## config.mk

```make
export PLATFORM = sky130hd
export DESIGN_NAME = lsm_beta_regs
export DESIGN_NICKNAME = d
export VERILOG_FILES = /design/src/fpga_cfg_pkg.sv /design/src/lsm_beta_regs.sv
export SDC_FILE = /design/constraint.sdc
export NUM_CORES = 1
export LEC_CHECK = 0
export ABC_AREA = 1
export BUFFER_PORTS_ARGS = -buffer_cell sky130_fd_sc_hd__buf_2
export CORE_MARGIN = 1
export CORE_UTILIZATION = 24
export CTS_CLUSTER_SIZE = 28
export DETAILED_ROUTE_END_ITERATION = 8
export GPL_TIMING_DRIVEN = 0
export PLACE_DENSITY = 0.44
export SETUP_SLACK_MARGIN = 0.5
export SLEW_MARGIN = 10
export SYNTH_ARGS = -nofsm -noshare
export SYNTH_HDL_FRONTEND = slang
export SYNTH_SLANG_ARGS = --single-unit
```

## constraint.sdc

```tcl
create_clock -name clk -period 0.8 [get_ports clk]
set_input_delay 0.04 -clock clk [delete_from_list [all_inputs] [get_ports clk]]
set_output_delay 0.04 -clock clk [all_outputs]
set_load 0.02 [all_outputs]
```

## src/fpga_cfg_pkg.sv

```systemverilog
`default_nettype none

package fpga_cfg_pkg;

    // fixed-point format, Q15.16 plus sign
    parameter int FP_WIDTH  = 32;
    parameter int FP_QINT   = 15;
    parameter int FP_QFRAC  = 16;

    parameter int ACC_WIDTH = 48;  // present-value sum
    parameter int CNT_WIDTH = 16;  // path counter

    // width of the intermediate values handed to fx_sat
    parameter int SAT_W = 2 * FP_WIDTH;

    // clamp a wide signed value into one FP_WIDTH word
    function automatic logic signed [FP_WIDTH-1:0] fx_sat(input logic signed [SAT_W-1:0] x);
        logic signed [SAT_W-1:0] max_v;
        logic signed [SAT_W-1:0] min_v;
        max_v = {{(SAT_W-FP_QINT-FP_QFRAC){1'b0}}, {(FP_QINT+FP_QFRAC){1'b1}}};
        min_v = ~max_v;  // most negative word
        if (x > max_v)
            return max_v[FP_WIDTH-1:0];
        else if (x < min_v)
            return min_v[FP_WIDTH-1:0];
        else
            return x[FP_WIDTH-1:0];
    endfunction

endpackage

`default_nettype wire

```

## src/lsm_beta_regs.sv

```systemverilog
`timescale 1ns/1ps
`default_nettype none

module lsm_beta_regs #(
    parameter int WIDTH = fpga_cfg_pkg::FP_WIDTH
)(
    input  wire logic                    clk,
    input  wire logic                    rst_n,
    input  wire logic                    beta_we,
    input  wire logic [1:0]              beta_sel,
    input  wire logic signed [WIDTH-1:0] beta_wdata,
    output logic signed [WIDTH-1:0]      beta0,
    output logic signed [WIDTH-1:0]      beta1,
    output logic signed [WIDTH-1:0]      beta2
);

    // regression result of one time step, reloaded by the host between steps
    always_ff @(posedge clk or negedge rst_n) begin
        if (!rst_n) begin
            beta0 <= '0;
            beta1 <= '0;
            beta2 <= '0;
        end else if (beta_we) begin
            case (beta_sel)
                2'd0:    beta0 <= beta_wdata;  // constant term
                2'd1:    beta1 <= beta_wdata;  // linear in S
                2'd2:    beta2 <= beta_wdata;  // quadratic in S
                default: ;                     // sel 3 has no register
            endcase
        end
    end

endmodule

`default_nettype wire

```

# Word-level counts from Yosys, hierarchy flattened
# Index checks and enable logic that the tools add are counted.
[classes]
n_reduce_logical = 4
mux = 0
div = 0
eq_ne = 2
n_bitwise = 0
magnitude_cmp = 0
n_mul = 0
n_addsub = 0
n_shift = 0
[ops]
columns = ["operator", "n"]
rows = [
  ["AND reduction 2 bit", 3],
  ["equality test 2 x 1 -> 1 bit, second input constant", 1],
  ["equality test 2 bit, second input constant", 1],
  ["zero test 2 bit", 1],
]
[totals]
elab_cells = 9
mem_bits_rw = 0
latch_bits = 0
output_inout_bits = 96
ff_bits = 96
in_bits = 37
memories = 0
mem_bits_ro = 0

# Longest topological paths before layout
# Gate-level depths: netlist of run 1.
[depth]
word_depth = 2
depth_mapped = 6
ltp_nobuf = 4

# Worst setup path before layout of run 1
# OpenSTA, ideal clock, no wires.
[synth_timing]
path_type = "input -> register"
startpoint = "input port beta_sel[0]"
endpoint = "register beta2[10]"
path_stages = 6
t_required_ps = 683
slack_ps = 66
arrival_time_ps = 617
path_cell_list = "buf_4 -> inv_4 -> nand3_2 -> buf_4 -> nand2_1 -> nand2_1"
[synth_via]
elab_chain_cells = 2
[synth_lines]
columns = ["element", "line", "source"]
rows = [
  ["start: declaration", "lsm_beta_regs.sv:10", "input wire logic [1:0] beta_sel,"],
  ["equality test 2 bit", "lsm_beta_regs.sv:24", "case (beta_sel)"],
  ["AND reduction 2 bit (no line)", "n/a", ""],
  ["end signal: assignment", "lsm_beta_regs.sv:27", "2'd2: beta2 <= beta_wdata;"],
  ["end: declaration", "lsm_beta_regs.sv:14", "output logic signed [WIDTH-1:0] beta2"],
]
# No other way between the ends.
# A chain may end at the register's enable or synchronous reset.

# Worst setup path after layout of run 1
[layout_timing]
startpoint = "register beta1[12]"
endpoint = "output port beta1[12]"
[layout_rtl]
columns = ["element", "line", "source"]
rows = [
  ["start: declaration", "lsm_beta_regs.sv:13", "output logic signed [WIDTH-1:0] beta1,"],
  ["start signal: assignment", "lsm_beta_regs.sv:26", "2'd1: beta1 <= beta_wdata;"],
]
# No word-level cell between the ends.

==> results.yml, run 1 <==
outcome:
  status: "finished with violations"
  failed_checks: "hold timing, setup timing"
timing:
  fmax_mhz: 1050
  finalWorstSetupSlack_ns: -0.151
  slew_violations: 0
  rsz0062_at_grt: "yes"
  finClkSkew_ns: 0
  hold_viol_final: 190
  holdWs_ns: -0.451
  relSlewSlack_pct: 78.8
  fin_crit_sh_pct: 119
  period_needed_ns: 0.951
  worstMarginPinSlew_ns: 0.317
  setup_viol: 101
synthesis:
  synth_nets: 464
  syn_area_per_cell_um2: 9.37
  yosysUniqueCellTypes: 12
  yosysWarnings: 0
  ys_seq_area_share_pct: 60.0
  ys_ff_latch: 96
  synth_area_mm2: 0.00400
  syn_inst: 427
floorplanning:
  std_cell_rows: 46
  coreArea_mm2: 0.0161
  die-area_mm2: 0.0172
  fp.dieW_um: 131
  die-height_um: 131
  start_util_pct: 24.9
  boundaryPins: 133
placement:
  post-place-ws_ns: -0.0874
  io_buffers: 129
  placedInstanceArea_mm2: 0.00514
  globalplace.congestion: 0.731
  dpl.hpwl_um: 9060
routing:
  drcViolationCount: 0
  num_vias: 3683
  drt_iter0_markers: 307
  via_per_inst: 4.54
  ant_nets: 0
  drt_first_pass_iters: 4
  routed_wl_um: 13000
  wl_per_cell_um: 16.0
final_layout:
  final.fill_count: 1585
  fin_nets: 627
  seqCellArea_mm2: 0.00252
  area_growth_pct: 60.8
  layout-drive-gt1-share_pct: 57.6
  finalInstanceArea_mm2: 0.00644
  multiInputGateArea_mm2: 0.00145
  diodes: 0
worst_setup_path:
  rr_worst_depth: 4
  worstSetupPathType: "register to output pin"
  crit_required_ns: 0.76
  critPathBufInv: 1
  critical_path.max_fanout: 2
  critPathMaxStageDelay_ns: 0.43
  r2r_slack_ns: -0.04
  crit_chain: "buf_6"
  path_delay_family: "flip-flops"
  path_depth: 1
  cpMaxStageDelayCell: "dfrtp_2"
  cp-end-kind: "output pin"
  crit_path_start: "beta1[12]"
  reg2reg_to: "beta2[23]"
  cp.arrival_ns: 0.91
  r2r_start: "beta2[23]"
  startpoint_type: "register"
  crit_end: "beta1[12]"
power:
  irDropWorstVdd_mv: 1.26
  power.leakage_nw: 3.15
  p_per_area_mw_per_mm2: 2460
global_route:
  grt_first_pass_wirelength_um: 21300
  grt_pass1_vias: 3751
  antenna_found_initial: 0
  grt_overflow: 0
  track_usage_pct: 16.0
  grt_max_degree: 57
cts:
  numCtsBuffers: 9
  cts_tree: "built"
  cts_root_buffer: "clkbuf_16"
  h-tree-depth: 3
  clock-sinks: 96
  clkLatencyLatePin_ns: 0.35
  clk_path_buf_depth: 2
  clk_pin_slew_ns: 0.07
min_path:
  hp-class: "input port to async pin"
run:
  maxCapViolCount: 0
==> how the worst min path moves through the flow <==
stage	from	end	depth (start not counted)
final	rst_n	beta0[2]	1
after global routing	rst_n	beta0[2]	1
after CTS	rst_n	beta0[1]	1
after detailed placement	rst_n	beta0[1]	1
after global placement	beta_wdata[26]	beta0[26]	3
after floorplan	rst_n	beta0[0]	0
==> Yosys cell counts <==
library cell	n	area, um2
buf_2	17	85.1
buf_4	14	105
nand2_1	192	721
nand4_1	64	400
nor2_8	1	20.0
buf_6	6	67.6
inv_4	1	6.26
nand3_2	2	20.0
nand3_1	32	160
inv_2	1	3.75
dfrtp_1	96	2400
nand2_4	1	11.3
==> state kept, by name (all words and copies together) (netlist names) <==
register / flops
beta1: 32
beta2: 32
beta0: 32
==> metal layers <==
layer  vias to the layer above  GRT usage, %  share of wire [%]
met2                        95          25.9                 50
met5                         -             0                  0
met1                      1822          20.7                 44
met3                        12          4.40                5.0
li1                       1754             -                  -
met4                         0          4.71                1.1
==> stage by stage <==
stage / std cells / power, mW / util, % / setup TNS, ns / hold slack [ns]
CTS: 804 / 15.8 / 39.0 / -14.18 / -0.389
finish: 811 / 15.9 / 40.1 / -12.94 / -0.451
global placement: 772 / 9.52 / 31.9 / -144.47 / 0.315
global route: 811 / 16.7 / 40.1 / -16.03 / -0.435
floorplan: 427 / 8.18 / - / 0 / -0.256
detailed placement: 773 / 9.58 / 32.0 / -5.73 / 0.151
==> cell type report <==
class	count	area share (%)
inverters	2	0.272
well taps	216	4.20
clock buffers	11	3.93
flip-flops and latches	96	39.2
clock inverters	5	1.22
plain buffers	37	4.94
multi-input cells	292	22.6
repair buffers	152	23.7
==> logic make-up after synthesis <==
| kind of cell | synth area share, % |
|---|---|
| and+or+nand+nor | 33.3 |
| DFF | 60.0 |
| buffers and inverters | 6.69 |
==> power breakdown <==
group	leakage, nW	internal [mW]	total, mW	switching, mW
clock	0.165	2.91	4.81	1.90
sequential	1.08	5.77	6.40	0.629
combinational	1.91	2.31	4.65	2.35
==> cells in the final DEF, fill, tap and decap left out <==
cell / Yosys / routed
nand4_1: 64 / 64
nor2_8: 1 / 1
inv_8: 0 / 1
buf_8: 0 / 1
dfrtp_2: 0 / 96
nand2_1: 192 / 156
nand3_1: 32 / 32
buf_4: 14 / 7
clkinv_2: 0 / 2
clkbuf_8: 0 / 2
bufinv_16: 0 / 2
clkinv_4: 0 / 1
buf_6: 6 / 127
nand2_4: 1 / 4
nand3_4: 0 / 2
buf_2: 17 / 49
inv_4: 1 / 1
clkbuf_16: 0 / 9
buf_12: 0 / 5
nand2_2: 0 / 33
==> repair_timing <==
item	in CTS	in global routing
endpoints found under the setup margin	288	209
hold endpoints to repair	159	174
pin swaps	48	6
buffers inserted	15	7
resized for setup	216	39
(Power assumes the default switching activity.)
==> inputs of run 2 (changes only) <==
==> constraint.sdc (replaced) <==
create_clock -name clk -period 0.8 [get_ports clk]
set_input_delay 0 -clock clk [delete_from_list [all_inputs] [get_ports clk]]
set_output_delay 0 -clock clk [all_outputs]
set_load 0.02 [all_outputs]
==> run 2 against run 1 <==
Effect of this change: the run still ends with hold timing, setup timing left; core utilization increased by 0.25 points; die area is the same; sequential share of layout area fell by 0.24 points; setup slack better by 0.041 ns; critical path depth did not move; fmax is 4.6% higher; clock power grew 4%; non-clock buffer count grew 8; cell area is 0.62% higher; clock-buffer cell count is 1 higher; clock skew is the same; critical path type unchanged; critical endpoint is now beta0[11]; largest power group unchanged.
==> results.yml, run 2 (synthesized netlist as in run 1, its figures left out) <==
timing:
  worstMarginPinSlew_ns: 0.398
  hold_viol_final: 192
  finalWorstSetupSlack_ns: -0.109
  fmax_mhz: 1100
  slew_violations: 0
  relSlewSlack_pct: 73.5
  fin_crit_sh_pct: 114
  holdWs_ns: -0.456
  finClkSkew_ns: 0
  rsz0062_at_grt: "yes"
  fin_tns_setup_ns: -9.06
  setup_viol: 108
  period_needed_ns: 0.909
outcome:
  status: "finished with violations"
  failed_checks: "hold timing, setup timing"
worst_setup_path:
  cp-end-kind: "output pin"
  cpMaxStageDelayCell: "dfrtp_2"
  cp.arrival_ns: 0.91
  crit_chain: "buf_6"
  startpoint_type: "register"
  critPathBufInv: 1
  critical_path.max_fanout: 2
  critPathMaxStageDelay_ns: 0.43
  crit_required_ns: 0.80
  path_delay_family: "flip-flops"
  worstSetupPathType: "register to output pin"
global_route:
  use_met1_pct: 20.2
  met2_usage_pct: 25.8
  track_usage_pct: 15.7
  use_met3_pct: 3.86
  busiest_layer: "met2"
  grt_first_pass_wirelength_um: 20800
  antenna_found_initial: 0
  grt_overflow: 0
  grt_max_degree: 51
  grt_pass1_vias: 3688
routing:
  via_per_inst: 4.41
  drcViolationCount: 0
  drt_first_pass_iters: 4
  ant_nets: 0
  routed_wl_um: 13100
  num_vias: 3610
  wl_per_cell_um: 16.0
  drt_iter0_markers: 174
floorplanning:
  fp.dieW_um: 131
  die-height_um: 131
  start_util_pct: 24.9
  coreArea_mm2: 0.0161
  std_cell_rows: 46
  die-area_mm2: 0.0172
  boundaryPins: 133
final_layout:
  biggestRegsByFlops: "beta0 x32, beta1 x32, beta2 x32"
  seqCellArea_mm2: 0.00252
  fin_nets: 635
  final_cells: 818
  final_core_util_pct: 40.3
  area_growth_pct: 61.8
  mostFrequentLayoutCells: "164 x nand2_1, 139 x buf_6, 96 x dfrtp_2"
  final_common_cell: "nand2_1"
  layout-drive-gt1-share_pct: 56.5
  final.fill_count: 1601
  diodes: 0
  multiInputGateArea_mm2: 0.00142
  finalInstanceArea_mm2: 0.00648
run:
  maxCapViolCount: 0
power:
  irDropWorstVdd_mv: 0.961
  p_per_area_mw_per_mm2: 2490
  power.leakage_nw: 3.19
cts:
  numCtsBuffers: 9
  clock-sinks: 96
  h-tree-depth: 3
  cts_tree: "built"
  clkLatencyLatePin_ns: 0.35
  cts_root_buffer: "clkbuf_16"
  clk_pin_slew_ns: 0.07
  clk_path_buf_depth: 2
placement:
  placedInstanceArea_mm2: 0.00512
  globalplace.congestion: 0.745
  io_buffers: 129
  dpl.hpwl_um: 9080
  dp_cells: 773
min_path:
  hp-class: "input port to async pin"
-- run 2: cell count changes in the layout (fill, tap and decap cells not counted), moves of 2 or more --
| cell | delta |
|---|---|
| clkbuf_1 | +2 |
| clkinv_2 | -2 |
| buf_6 | +12 |
| nand2_4 | -3 |
| nand2_2 | -5 |
| buf_12 | -4 |
| nand2_1 | +8 |
-- run 2: final timing paths --
path	from	to	slack, ns	depth (start not counted)
min	rst_n	beta1[5]	-0.46	1
max	beta0[11]	beta0[11]	-0.11	1
max reg2reg	beta0[11]	beta0[11]	-0.05	4
max in group asynchronous	rst_n	beta2[22]	0.64	2
min reg2reg	beta1[28]	beta1[28]	0.49	2
min in group clk	beta_wdata[6]	beta0[6]	-0.08	3
-- run 2: area by class of cell --
| type | count | share of cell area, % |
|---|---|---|
| plain buffers | 37 | 4.58 |
| clock buffers | 12 | 3.81 |
| clock inverters | 3 | 1.39 |
| inverters | 2 | 0.193 |
| multi-input cells | 292 | 21.9 |
| flip-flops and latches | 96 | 38.9 |
| well taps | 216 | 4.17 |
| repair buffers | 160 | 25.0 |
-- run 2: per-stage QoR --
stage               total power, mW  setup WS, ns
CTS                            16.0        -0.127
global placement               9.49         -1.48
global route                   16.9        -0.143
finish                         16.1        -0.109
floorplan                      8.15         0.130
detailed placement             9.56       -0.0697
-- run 2: power breakdown --
group | internal [mW] | switching, mW
Clock | 3.13 | 1.85
Sequential | 5.77 | 0.625
Combinational | 2.39 | 2.36
-- run 2: layer usage --
layer	wire length [um]	part of all wire [%]
met1	5870	45
met4	167	1.3
met3	585	4.5
met2	6440	49
met5	0	0
-- run 2: repair_timing --
item                                    4_1_cts  5_1_grt
buffers inserted                             17       13
resized for setup                           221       32
endpoints found under the hold margin       147      192
endpoints found under the setup margin      242      238
pin swaps                                    27        0
