===== src/fpga_cfg_pkg.sv =====
`default_nettype none

package fpga_cfg_pkg;

    // fixed-point format, Q15.16 plus sign
    parameter int FP_WIDTH  = 32;
    parameter int FP_QINT   = 15;
    parameter int FP_QFRAC  = 16;

    parameter int ACC_WIDTH = 48;  // present-value sum
    parameter int CNT_WIDTH = 16;  // path counter

    // width of the intermediate values handed to fx_sat
    parameter int SAT_W = 2 * FP_WIDTH;

    // clamp a wide signed value into one FP_WIDTH word
    function automatic logic signed [FP_WIDTH-1:0] fx_sat(input logic signed [SAT_W-1:0] x);
        logic signed [SAT_W-1:0] max_v;
        logic signed [SAT_W-1:0] min_v;
        max_v = {{(SAT_W-FP_QINT-FP_QFRAC){1'b0}}, {(FP_QINT+FP_QFRAC){1'b1}}};
        min_v = ~max_v;  // most negative word
        if (x > max_v)
            return max_v[FP_WIDTH-1:0];
        else if (x < min_v)
            return min_v[FP_WIDTH-1:0];
        else
            return x[FP_WIDTH-1:0];
    endfunction

endpackage

`default_nettype wire


===== src/lsm_pv_accum.sv =====
`timescale 1ns/1ps
`default_nettype none

module lsm_pv_accum #(
    parameter int WIDTH = fpga_cfg_pkg::FP_WIDTH,
    parameter int ACC_W = fpga_cfg_pkg::ACC_WIDTH,
    parameter int CNT_W = fpga_cfg_pkg::CNT_WIDTH
)(
    input  wire logic                    clk,
    input  wire logic                    rst_n,
    input  wire logic                    acc_clear,
    input  wire logic                    pv_fire,
    input  wire logic signed [WIDTH-1:0] pv,
    output logic signed [ACC_W-1:0]      pv_sum,
    output logic [CNT_W-1:0]             path_count
);

    logic signed [ACC_W-1:0] pv_ext;

    assign pv_ext = {{(ACC_W-WIDTH){pv[WIDTH-1]}}, pv};  // sign extension

    // ------------------------------------------------------------
    // running sum and count, host divides for the mean
    // ------------------------------------------------------------
    always_ff @(posedge clk or negedge rst_n) begin
        if (!rst_n) begin
            pv_sum     <= '0;
            path_count <= '0;
        end else if (acc_clear) begin
            // clear wins, a value leaving this cycle is dropped
            pv_sum     <= '0;
            path_count <= '0;
        end else if (pv_fire) begin
            pv_sum     <= pv_sum + pv_ext;       // wraps
            path_count <= path_count + 1'b1;    // wraps
        end
    end

endmodule

`default_nettype wire


===== config.mk =====
export PLATFORM = sky130hd
export DESIGN_NAME = lsm_pv_accum
export DESIGN_NICKNAME = d
export VERILOG_FILES = /design/src/fpga_cfg_pkg.sv /design/src/lsm_pv_accum.sv
export SDC_FILE = /design/constraint.sdc
export NUM_CORES = 1
export LEC_CHECK = 0
export ABC_CLOCK_PERIOD_IN_PS = 5550
export BUFFER_PORTS_ARGS = -buffer_cell sky130_fd_sc_hd__buf_2
export CORE_MARGIN = 3
export CORE_UTILIZATION = 49
export CTS_CLUSTER_SIZE = 12
export DETAILED_ROUTE_END_ITERATION = 8
export MAX_ROUTING_LAYER = met4
export PLACE_DENSITY = 0.71
export SETUP_SLACK_MARGIN = 0.5
export SYNTH_ARGS = -nofsm -noshare
export SYNTH_HDL_FRONTEND = slang
export SYNTH_SLANG_ARGS = --single-unit

===== constraint.sdc =====
create_clock -name clk -period 5.55 [get_ports clk]
set_clock_uncertainty 0.2 [all_clocks]
set_input_delay 1.11 -clock clk [delete_from_list [all_inputs] [get_ports clk]]
set_output_delay 1.11 -clock clk [all_outputs]
set_load 0.01 [all_outputs]

---- Yosys cells after proc, flatten, opt, wreduce, memory -nomap -nowiden ----
Cells that the tools add are included.
W data, S select, Z words.
word-level totals
  flip-flop bits (word level) ............. 64
  output and inout bits ................... 64
  logic and storage cells ................. 9
operators by class
  $add $sub $neg .......................... 2
  muxes and demuxes ....................... 4
  reduce and logical (&&, ||, !) cells .... 1
operator list
  operator                 number
  $mux W48                 2
  $add A48 B32 Y48         1
  $mux W16                 2
  $add A16 B1 Y16 const B  1
  $reduce_bool A2 Y1       1

---- Longest topological paths before layout ----
Gate-level depths: netlist of the first run.
  depth after elaboration ................. 3
  depth in mapped cells ................... 12
  mapped depth without buffers ............ 12

---- Worst setup path after synthesis of the first run ----
OpenSTA, ideal clock, no wires.
  path kind ............................... input port to flip-flop
  from .................................... input pv[0]
  to ...................................... register pv_sum[46]
  arrival time ............................ 3663 ps
  required time ........................... 5281 ps
  path slack .............................. 1618 ps
  cell stages on the path ................. 12
  path buffers ............................ 0
  path through ............................ ha_1 -> fa_1 -> a21oi_2 -> o221ai_2 -> a311oi_4 -> a211oi_2 -> o211ai_2 -> a21oi_2 -> a41oi_2 -> o21ai_2 -> a2111o_1 -> nand3_1
between the ends
  longest elaborated chain between the ends .. 3
RTL lines
  element               line                text
  from (decl)           lsm_pv_accum.sv:13  input wire logic signed [WIDTH-1:0] pv,
  $add A48 B32 Y48      lsm_pv_accum.sv:34  pv_sum <= pv_sum + pv_ext;
  $mux W48              lsm_pv_accum.sv:33  end else if (pv_fire) begin
  $mux W48              lsm_pv_accum.sv:29  end else if (acc_clear) begin
  to (signal assigned)  lsm_pv_accum.sv:34
  to (decl)             lsm_pv_accum.sv:14  output logic signed [ACC_W-1:0] pv_sum,
No other way between the ends. The select of a mux whose other input is x is not followed.
A chain may end at the register's enable or synchronous reset.

---- Worst setup path after layout of the first run ----
  from .................................... input pv[0]
  to ...................................... register pv_sum[32]
The elaborated chain is that of the path after synthesis.

==> results of run 1 <==
[layout make-up]
type | instances | area [um2] | area share [%]
Tap cell | 136 | 170.2 | 2.739
Multi-Input combinational cell | 531 | 3615 | 58.19
Clock inverter | 7 | 105.1 | 1.692
Clock buffer | 9 | 123.9 | 1.994
Sequential cell | 64 | 1602 | 25.78
Timing Repair Buffer | 102 | 518.0 | 8.338
Inverter | 21 | 78.83 | 1.269
[logic make-up after synthesis]
group | count (synthesis) | share of synthesized area [%]
AND/OR/NAND/NOR | 214 | 18.59
AO/OA/AOI/OAI | 186 | 22.90
flip-flops | 64 | 29.67
XOR/XNOR | 54 | 8.762
adder cells (fa/ha/maj) | 49 | 11.50
buffers and inverters | 47 | 3.361
multiplexers | 28 | 5.216
[state kept, by name (all words and copies together), names as in the netlist]
register / cells
pv_sum: 48
path_count: 16
[through the flow]
step | hold WS (ns) | utilization (%)
floorplan | 0.3371 | -
global placement | 0.3003 | 56.94
detailed placement | 0.3115 | 56.94
CTS | 0.3334 | 59.11
global route | 0.3720 | 59.11
finish | 0.3221 | 59.11
[Yosys cell counts (3+ instances only)]
library cell  number  area [um2]
xor2_1            24       210.2
o22ai_1            3       18.77
dfrtp_1           64        1602
a21oi_1           66       330.3
inv_1             21       78.83
a31oi_1            3       18.77
nand2_1           47       176.4
mux2i_1           27       270.3
a21oi_2            4       35.03
a211oi_1           6       45.04
or2_2              3       18.77
nand3_1           17       85.08
and2_1             6       37.54
o31ai_1            4       30.03
clkbuf_1          22       82.58
o21bai_1           8       60.06
nand4_1           14       87.58
o21ai_0           30       150.1
and3_1            10       62.56
ha_1              48       600.6
nand2b_1           5       31.28
or3_1              3       18.77
a21o_1            24       180.2
xnor2_1           30       262.8
nor3_1             8       40.04
o211ai_1           5       37.54
o21a_1             5       37.54
nor2_1            87       326.6
[report_power, final]
group	internal (mW)	total, mW	switching, mW
sequential	0.526	0.578	0.0521
clock	0.258	0.473	0.214
combinational	0.370	0.883	0.513
[metal layers]
layer  wire length, um  track usage (%)
met1              6428            30.81
met2              6379            36.04
met3               640            3.712
met4               181            6.404
met5                 0                -
[worst max-delay path: cells and delay by family]
kind,cells,cell delay (ns)
AO/OA/AOI/OAI,7,1.84
XOR/XNOR,1,0.15
adder cells (fa/ha/maj),2,0.62
buffers and inverters,1,0.10
multiplexers,1,0.13
AND/OR/NAND/NOR,1,0.06
[worst min path at each step]
stage                     from          to  slack (ns)  depth (start not counted)
finish              pv_sum[43]  pv_sum[43]        0.32                          2
global route        pv_sum[43]  pv_sum[43]        0.37                          2
CTS                 pv_sum[43]  pv_sum[43]        0.33                          2
detailed placement  pv_sum[40]  pv_sum[40]        0.31                          2
global placement    pv_sum[43]  pv_sum[43]        0.30                          2
floorplan           pv_sum[38]  pv_sum[38]        0.34                          2
==> flow_summary.yaml, run 1 <==
synthesis:
  synth_area_um2: 5398
  syn_avg_cell_area_um2: 8.408
  ys_warn_count: 0
  ys_seq_area_share_pct: 29.67
  async_reset_ff_share_pct: 100.0
  ys_ff_latch: 64
  syn_nets: 727
  ys.flop_type: "dfrtp_1"
  synth_cells: 642
  synthDistinctLibCells: 70
  synth_edf_count: 0
power_and_ir_drop:
  ir_worst_vdd_mv: 0.1330
  power_mw: 1.934
  power_leakage_nw: 3.201
  power_density_nw_per_um2: 311.3
clock_tree:
  postCtsHoldBufs: 0
  post-cts-setup-buffer-count: 0
  ctsResizeCount: 0
  clk_pin_slew_ns: 0.08
  htreeDepth: 3
  cts_tree: "yes"
  cts_buffer_depth: 2
  cts_buffers: 9
  insertion_delay_ns: 0.36
  cts-root-buf: "clkbuf_8"
  cts.sinks: 64
layout:
  final_nets: 814
  insertedDiodeCount: 0
  syn_to_final_growth_pct: 15.09
  fin_area_um2: 6212
  instances_no_fill: 870
  final_common_cell: "buf_2"
  final_cell_mix: "buf_2 (99), nor2_1 (87), a21oi_1 (66)"
  drive_gt1_share_pct: 18.94
  nFillCells: 996
drt:
  via_per_inst: 5.815
  wire_per_inst_um: 15.67
  dr.pass1.iters: 5
  vias: 5059
  ant_nets: 0
  drt_iter0_markers: 310
  wl_um: 13630
  drc_errors: 0
die:
  die-area_um2: 12310
  die_width_um: 111.0
  num_io_pins: 100
  core-area_um2: 10510
  fp.dieH_um: 111.0
  floorplan.initialDensity_pct: 51.36
  fp-row-count: 37
job:
  maxCapViolCount: 0
timing:
  rsz0062_at_grt: "no"
  slew_headroom_pct: 43.38
  setup_ws_ns: 1.531
  tightestPinTransition_ns: 0.8492
  max_freq_mhz: 248.8
  hold_viol_final: 0
  fin_tns_setup_ns: 0
  setup_viol: 0
  report.final.slew_viol_count: 0
  fin_crit_sh_pct: 72.41
  finalCriticalPeriod_ns: 4.019
grt:
  grt_max_degree: 65
  grt_usage_pct: 22.95
  antenna_found_initial: 0
  grt_pass1_vias: 4892
  grt-ovfl-total: 0
  grt_pass1_wl_um: 23270
worst_setup_path:
  rr_startpoint: "pv_sum[0]"
  crit_type: "in2reg"
  crit_end: "pv_sum[32]"
  reg2reg_to: "pv_sum[32]"
  endpoint_kind: "flip-flop"
  reg2reg_depth: 12
  startpoint_type: "input pin"
  cp.arrival_ns: 4.03
  path_cells: "buf_2 > ha_1 > fa_1 > a21oi_2 > o221ai_2 > a311oi_4 > a31oi_1 > a41o_1 > a21oi_1 > o21ai_0 > xor2_1 > mux2i_1 > nor2_1"
  r2r_setup_slack_ns: 1.99
  slowest_delay_ns: 0.50
  crit_slowest_cell: "a311oi_4"
  crit_start: "pv[0]"
  cp_max_fo: 6
  cp_data_required_time_ns: 5.56
placement:
  dpl.hpwl_um: 10180
  gp_congestion: 0.9361
  numPortBuffers: 99
  dpl_worst_slack_ns: 1.197
  dp_cells: 854
  dpl_cell_area_um2: 5983
hold_path:
  holdCritPathClass: "reg2reg"
run_status:
  status: "finished clean"
Power figures use the tool's default switching activity.
==> run 2: changes to the inputs <==
--- a/config.mk
+++ b/config.mk
@@ -5,14 +5,15 @@
 export SDC_FILE = /design/constraint.sdc
 export NUM_CORES = 1
 export LEC_CHECK = 0
-export ABC_CLOCK_PERIOD_IN_PS = 5550
+export ABC_AREA = 1
+export ABC_CLOCK_PERIOD_IN_PS = 3800
 export BUFFER_PORTS_ARGS = -buffer_cell sky130_fd_sc_hd__buf_2
 export CORE_MARGIN = 3
 export CORE_UTILIZATION = 49
 export CTS_CLUSTER_SIZE = 12
 export DETAILED_ROUTE_END_ITERATION = 8
 export MAX_ROUTING_LAYER = met4
-export PLACE_DENSITY = 0.71
+export PLACE_DENSITY = 0.69
 export SETUP_SLACK_MARGIN = 0.5
 export SYNTH_ARGS = -nofsm -noshare
 export SYNTH_HDL_FRONTEND = slang
==> constraint.sdc (replaced) <==
create_clock -name clk -period 3.8 [get_ports clk]
set_clock_uncertainty 0.2 [all_clocks]
set_input_delay 0.76 -clock clk [delete_from_list [all_inputs] [get_ports clk]]
set_output_delay 0.76 -clock clk [all_outputs]
set_load 0.01 [all_outputs]
==> flow_summary.yaml, run 2 <==
clock_tree:
  postCtsHoldBufs: 0
  cts_buffers: 9
  cts-root-buf: "clkbuf_16"
  clk_pin_slew_ns: 0.06
  cts_buffer_depth: 2
  insertion_delay_ns: 0.34
  cts_tree: "yes"
  cts.sinks: 64
  htreeDepth: 3
  ctsResizeCount: 0
  post-cts-setup-buffer-count: 0
worst_setup_path:
  crit_type: "in2reg"
  r2r_setup_slack_ns: 1.27
  reg2reg_depth: 11
  reg2reg_to: "pv_sum[28]"
  path_cells: "buf_2 > ha_1 > fa_1 > nand3_1 > nand3_1 > nand3_1 > nand3_1 > nand3_1 > nand2_1 > nand2_1 > nand2_1 > o21ai_1"
  critPathBufInv: 1
  slowest_delay_ns: 0.48
  cp_max_fo: 5
  endpoint_kind: "flip-flop"
  cp_data_required_time_ns: 3.87
  cp_common_cell: "nand3_1"
  cpLargestDelayFamily: "simple AND/OR/NAND/NOR gates"
  rr_startpoint: "pv_sum[0]"
  crit_slowest_cell: "fa_1"
  cp.arrival_ns: 2.72
  startpoint_type: "input pin"
power_and_ir_drop:
  power_mw: 2.985
  ir_worst_vdd_mv: 0.1876
  power_leakage_nw: 4.753
  power_density_nw_per_um2: 381.4
die:
  die_width_um: 123.8
  core-area_um2: 13400
  fp-row-count: 42
  num_io_pins: 100
  floorplan.initialDensity_pct: 50.77
  die-area_um2: 15340
  fp.dieH_um: 123.8
synthesis:
  synth_cells: 1174
  syn_avg_cell_area_um2: 5.796
  ys_ff_latch: 64
  synth_edf_count: 0
  yosys-top-cells-count: "nand2_1 (489), inv_1 (211), dfrtp_1 (64), nor2_1 (64), a21oi_1 (62)"
  synthDistinctLibCells: 40
  yosysMostFrequentCell: "nand2_1"
  ys_seq_area_share_pct: 23.54
  synthTopCellsByArea: "nand2_1 (27%), dfrtp_1 (24%), inv_1 (12%), ha_1 (8.8%), a21oi_1 (4.6%)"
  ys_warn_count: 0
  synth_top_area_share_pct: 26.98
  yosysTopAreaCell: "nand2_1"
  ys.flop_type: "dfrtp_1"
  synth_area_um2: 6804
  async_reset_ff_share_pct: 100.0
  syn_nets: 1259
timing:
  fin_crit_sh_pct: 69.73
  fin_tns_setup_ns: 0
  tightestPinTransition_ns: 0.8032
  report.final.slew_viol_count: 0
  rsz0062_at_grt: "no"
  setup_viol: 0
  finalCriticalPeriod_ns: 2.650
  setup_ws_ns: 1.150
  max_freq_mhz: 377.4
  hold_viol_final: 0
  slew_headroom_pct: 46.39
grt:
  grt_max_degree: 45
  grt-ovfl-total: 0
  grt_pass1_wl_um: 32740
  grt_pass1_vias: 6604
  grt_usage_pct: 28.09
  antenna_found_initial: 0
layout:
  regMostFlops: "pv_sum"
  final_common_cell: "nand2_1"
  insertedDiodeCount: 0
  syn_to_final_growth_pct: 15.02
  reg_top3: "pv_sum: 48 flops, path_count: 16 flops"
  largest_register_ffs: 48
  drive_gt1_share_pct: 16.55
  nFillCells: 1419
  final_nets: 1361
  final_cell_mix: "nand2_1 (489), inv_1 (211), buf_2 (99)"
drt:
  drt_iter0_markers: 489
  vias: 7229
  dr.pass1.iters: 5
  drc_errors: 0
  wire_per_inst_um: 13.92
  via_per_inst: 4.962
  wl_um: 20280
  ant_nets: 0
placement:
  dpl_worst_slack_ns: 0.8544
  dpl.hpwl_um: 16530
  numPortBuffers: 99
  gp_congestion: 1.004
run_status:
  status: "finished clean"
job:
  maxCapViolCount: 0
hold_path:
  holdCritPathClass: "in2async"
==> run 2: cell count changes in the layout (fill, tap and decap cells not counted), sizes merged, moves of 8 or more <==
cell | before | now
a21o | 25 | 1
a21oi | 70 | 62
and3 | 11 | 2
inv | 22 | 236
mux2i | 27 | 0
nand2 | 47 | 505
nand3 | 18 | 63
nor2 | 87 | 104
xnor2 | 30 | 2
xor2 | 24 | 1
==> run 2: cell families after synthesis <==
logic type / count (synthesis) / synth area share [%]
and+or+nand+nor: 700 / 44.41
xor gates and xnor gates: 3 / 0.3862
AOI/OAI and AO/OA: 111 / 8.845
adders and majority gates: 49 / 9.121
buffers and inverters: 247 / 13.70
DFF: 64 / 23.54
==> run 2: worst max-delay path by stage <==
stage / endpoint / slack [ns] / cells after the start / startpoint
after detailed placement: pv_sum[28] / 0.85 / 12 / pv[0]
after CTS: pv_sum[28] / 1.20 / 12 / pv[0]
after global placement: pv_sum[28] / 0.87 / 12 / pv[0]
after floorplan: pv_sum[40] / 1.29 / 12 / pv[0]
final: pv_sum[28] / 1.15 / 12 / pv[0]
after global routing: pv_sum[40] / 0.98 / 13 / pv[0]
==> run 2: final cells by class <==
cell class	count	area [um2]	share of cell area, %
Clock buffer	9	225.2	2.878
Clock inverter	7	102.6	1.311
Inverter	236	885.9	11.32
Multi-Input combinational cell	863	4273	54.60
Sequential cell	64	1602	20.46
Tap cell	176	220.2	2.814
Timing Repair Buffer	102	518.0	6.619
==> run 2: stage by stage <==
step | utilization, % | area [um2] | instances | hold slack (ns)
after floorplan | - | 6804 | 1174 | 0.2644
after global placement | 55.96 | 7498 | 1441 | 0.2864
after detailed placement | 55.96 | 7498 | 1441 | 0.2973
after CTS | 58.40 | 7826 | 1457 | 0.2094
after global routing | 58.40 | 7826 | 1457 | 0.2203
final | 58.40 | 7826 | 1457 | 0.2009
==> run 2: power by group <==
group | internal, mW | switching (mW) | leakage, nW
sequential | 0.757 | 0.0694 | 0.858
combinational | 0.398 | 0.824 | 3.74
clock | 0.581 | 0.355 | 0.157
total | 1.74 | 1.25 | 4.75
==> run 2: metal layers <==
metal	vias up	share of wire, %	GRT usage [%]
li1	3793	-	-
met1	3186	47	37.52
met2	214	43	43.66
met3	36	6.6	4.814
met4	0	2.7	8.581
met5	-	0	-
==> run 3: changes to the inputs <==
--- a/config.mk
+++ b/config.mk
@@ -6,14 +6,14 @@
 export NUM_CORES = 1
 export LEC_CHECK = 0
 export ABC_AREA = 1
-export ABC_CLOCK_PERIOD_IN_PS = 3800
+export ABC_CLOCK_PERIOD_IN_PS = 2300
 export BUFFER_PORTS_ARGS = -buffer_cell sky130_fd_sc_hd__buf_2
 export CORE_MARGIN = 3
 export CORE_UTILIZATION = 49
 export CTS_CLUSTER_SIZE = 12
 export DETAILED_ROUTE_END_ITERATION = 8
 export MAX_ROUTING_LAYER = met4
-export PLACE_DENSITY = 0.69
+export PLACE_DENSITY = 0.72
 export SETUP_SLACK_MARGIN = 0.5
 export SYNTH_ARGS = -nofsm -noshare
 export SYNTH_HDL_FRONTEND = slang
==> constraint.sdc (replaced) <==
create_clock -name clk -period 2.3 [get_ports clk]
set_clock_uncertainty 0.2 [all_clocks]
set_input_delay 0.46 -clock clk [delete_from_list [all_inputs] [get_ports clk]]
set_output_delay 0.46 -clock clk [all_outputs]
set_load 0.01 [all_outputs]
==> flow_summary.yaml, run 3 (synthesized netlist as in run 2, its figures left out) <==
grt:
  grt_pass1_wl_um: 38250
  grt-ovfl-total: 0
  antenna_found_initial: 0
  grt_pass1_vias: 7719
  grt_usage_pct: 33.21
  grt_max_degree: 65
worst_setup_path:
  reg2reg_depth: 10
  slowest_delay_ns: 0.43
  cp_common_cell: "nand2_1"
  crit_start: "pv_sum[0]"
  rr_startpoint: "pv_sum[0]"
  cpLargestDelayFamily: "adder cells"
  cp_max_fo: 4
  cp_data_required_time_ns: 2.38
  r2r_setup_slack_ns: 0.07
  cp.arrival_ns: 2.31
  path_cells: "ha_4 > fa_2 > nand2_1 > nand3_2 > nand2_2 > nand3_4 > buf_6 > a21oi_1 > o21ai_1 > nand2_1"
  crit_type: "reg2reg"
  crit_cells: 10
  startpoint_type: "flip-flop"
  critPathBufInv: 1
  reg2reg_to: "pv_sum[22]"
  crit_end: "pv_sum[22]"
  crit_slowest_cell: "dfrtp_2"
  endpoint_kind: "flip-flop"
layout:
  final_cell_mix: "nand2_1 (330), inv_1 (174), nand2_2 (106)"
  insertedDiodeCount: 0
  multi_input_area_um2: 6429
  reg_top3: "pv_sum: 48 flops, path_count: 16 flops"
  syn_to_final_growth_pct: 64.45
  final_nets: 1494
  drive_gt1_share_pct: 50.35
  nFillCells: 818
  final_common_cell: "nand2_1"
  register_area_um2: 1633
  regMostFlops: "pv_sum"
  largest_register_ffs: 48
clock_tree:
  cts_buffers: 9
  cts.sinks: 64
  insertion_delay_ns: 0.36
  cts-root-buf: "clkbuf_16"
  cts_buffer_depth: 2
  cts_tree: "yes"
  clk_pin_slew_ns: 0.07
  htreeDepth: 3
die:
  num_io_pins: 100
  fp.dieH_um: 123.8
  core-area_um2: 13400
  die_width_um: 123.8
  die-area_um2: 15340
  fp-row-count: 42
  floorplan.initialDensity_pct: 50.77
timing:
  rsz0062_at_grt: "yes"
  max_freq_mhz: 448.6
  fin_crit_sh_pct: 96.93
  tightestPinTransition_ns: 0.5973
  hold_slack_ns: 0.2126
  hold_viol_final: 0
  slew_headroom_pct: 60.18
  report.final.slew_viol_count: 0
  setup_viol: 0
  setup_ws_ns: 0.07068
  finalCriticalPeriod_ns: 2.229
power_and_ir_drop:
  power_leakage_nw: 6.043
  switchingPower_mw: 2.980
  clkPwrFrac_pct: 23.6
  power_density_nw_per_um2: 605.8
  comb_power_share_pct: 55.5
  swShare_pct: 43.97
  ir_worst_vdd_mv: 0.3821
  p_int_mw: 3.798
  seq_power_share_pct: 20.9
drt:
  vias: 8631
  drt_iter0_markers: 849
  via_per_inst: 5.428
  ant_nets: 0
  wire_per_inst_um: 17.48
  wl_um: 27790
  dr.pass1.iters: 7
  drc_errors: 0
hold_path:
  holdCritPathClass: "in2reg"
job:
  maxCapViolCount: 0
placement:
  numPortBuffers: 99
  dpl.hpwl_um: 17850
  dpl_worst_slack_ns: -0.1435
  gp_congestion: 1.003
run_status:
  status: "finished clean"
run 3: worst min-delay path: cells and delay by family:
kind | cells | cell delay (ns)
buffers and inverters | 2 | 0.21
AO/OA/AOI/OAI | 1 | 0.06
run 3: worst min-delay path by stage:
| stage | startpoint | end | cells past startpoint |
|---|---|---|---|
| after floorplan | rst_n | path_count[0] | 0 |
| after global placement | path_count[11] | path_count[11] | 1 |
| after detailed placement | rst_n | pv_sum[10] | 2 |
| final | pv_fire | pv_sum[8] | 3 |
| after CTS | pv_fire | pv_sum[8] | 3 |
| after global routing | pv_fire | pv_sum[8] | 3 |
run 3: final cells by class:
type | count | area share (%)
multi-input combinational | 863 | 57.45
timing repair buffer | 235 | 14.96
sequential | 64 | 14.59
inverter | 236 | 8.096
clock buffer | 9 | 2.013
tap | 176 | 1.968
clock inverter | 7 | 0.9169
run 3: per-stage QoR:
stage          setup TNS [ns]  utilization, %  cells  power [mW]  area [um2]
3_3_place_gp          -0.9913           64.78   1482       3.961        8681
6_report                    0           83.50   1590       6.778       11190
2_1_floorplan               0               -   1174       3.137        7641
3_5_place_dp           -1.047           64.78   1482       3.994        8681
5_1_grt              -0.01688           83.50   1590       7.091       11190
4_1_cts                     0           76.34   1557       6.167       10230
run 3: repair_timing:
action                                  in CTS  in global routing
endpoints found under the setup margin      42                 48
setup buffers                               58                 33
resized for setup                          224                202
hold buffers                                 1                  0
hold endpoints to repair                    64                  0
pin swaps                                  115                142
run 3: power groups by stage:
stage	combinational, mW	clock, mW	sequential [mW]
2_1_floorplan	1.66	0	1.48
3_3_place_gp	2.52	0	1.44
3_5_place_dp	2.55	0	1.44
4_1_cts	3.16	1.60	1.40
5_1_grt	4.02	1.65	1.43
6_report	3.76	1.60	1.41
run 3: metal layers:
metal / vias up / GRT usage [%] / wire (um)
met5: - / - / 0
met2: 421 / 53.67 / 13180
met3: 122 / 5.268 / 2061
met4: 0 / 10.31 / 1175
li1: 4074 / - / -
met1: 4014 / 42.86 / 11370
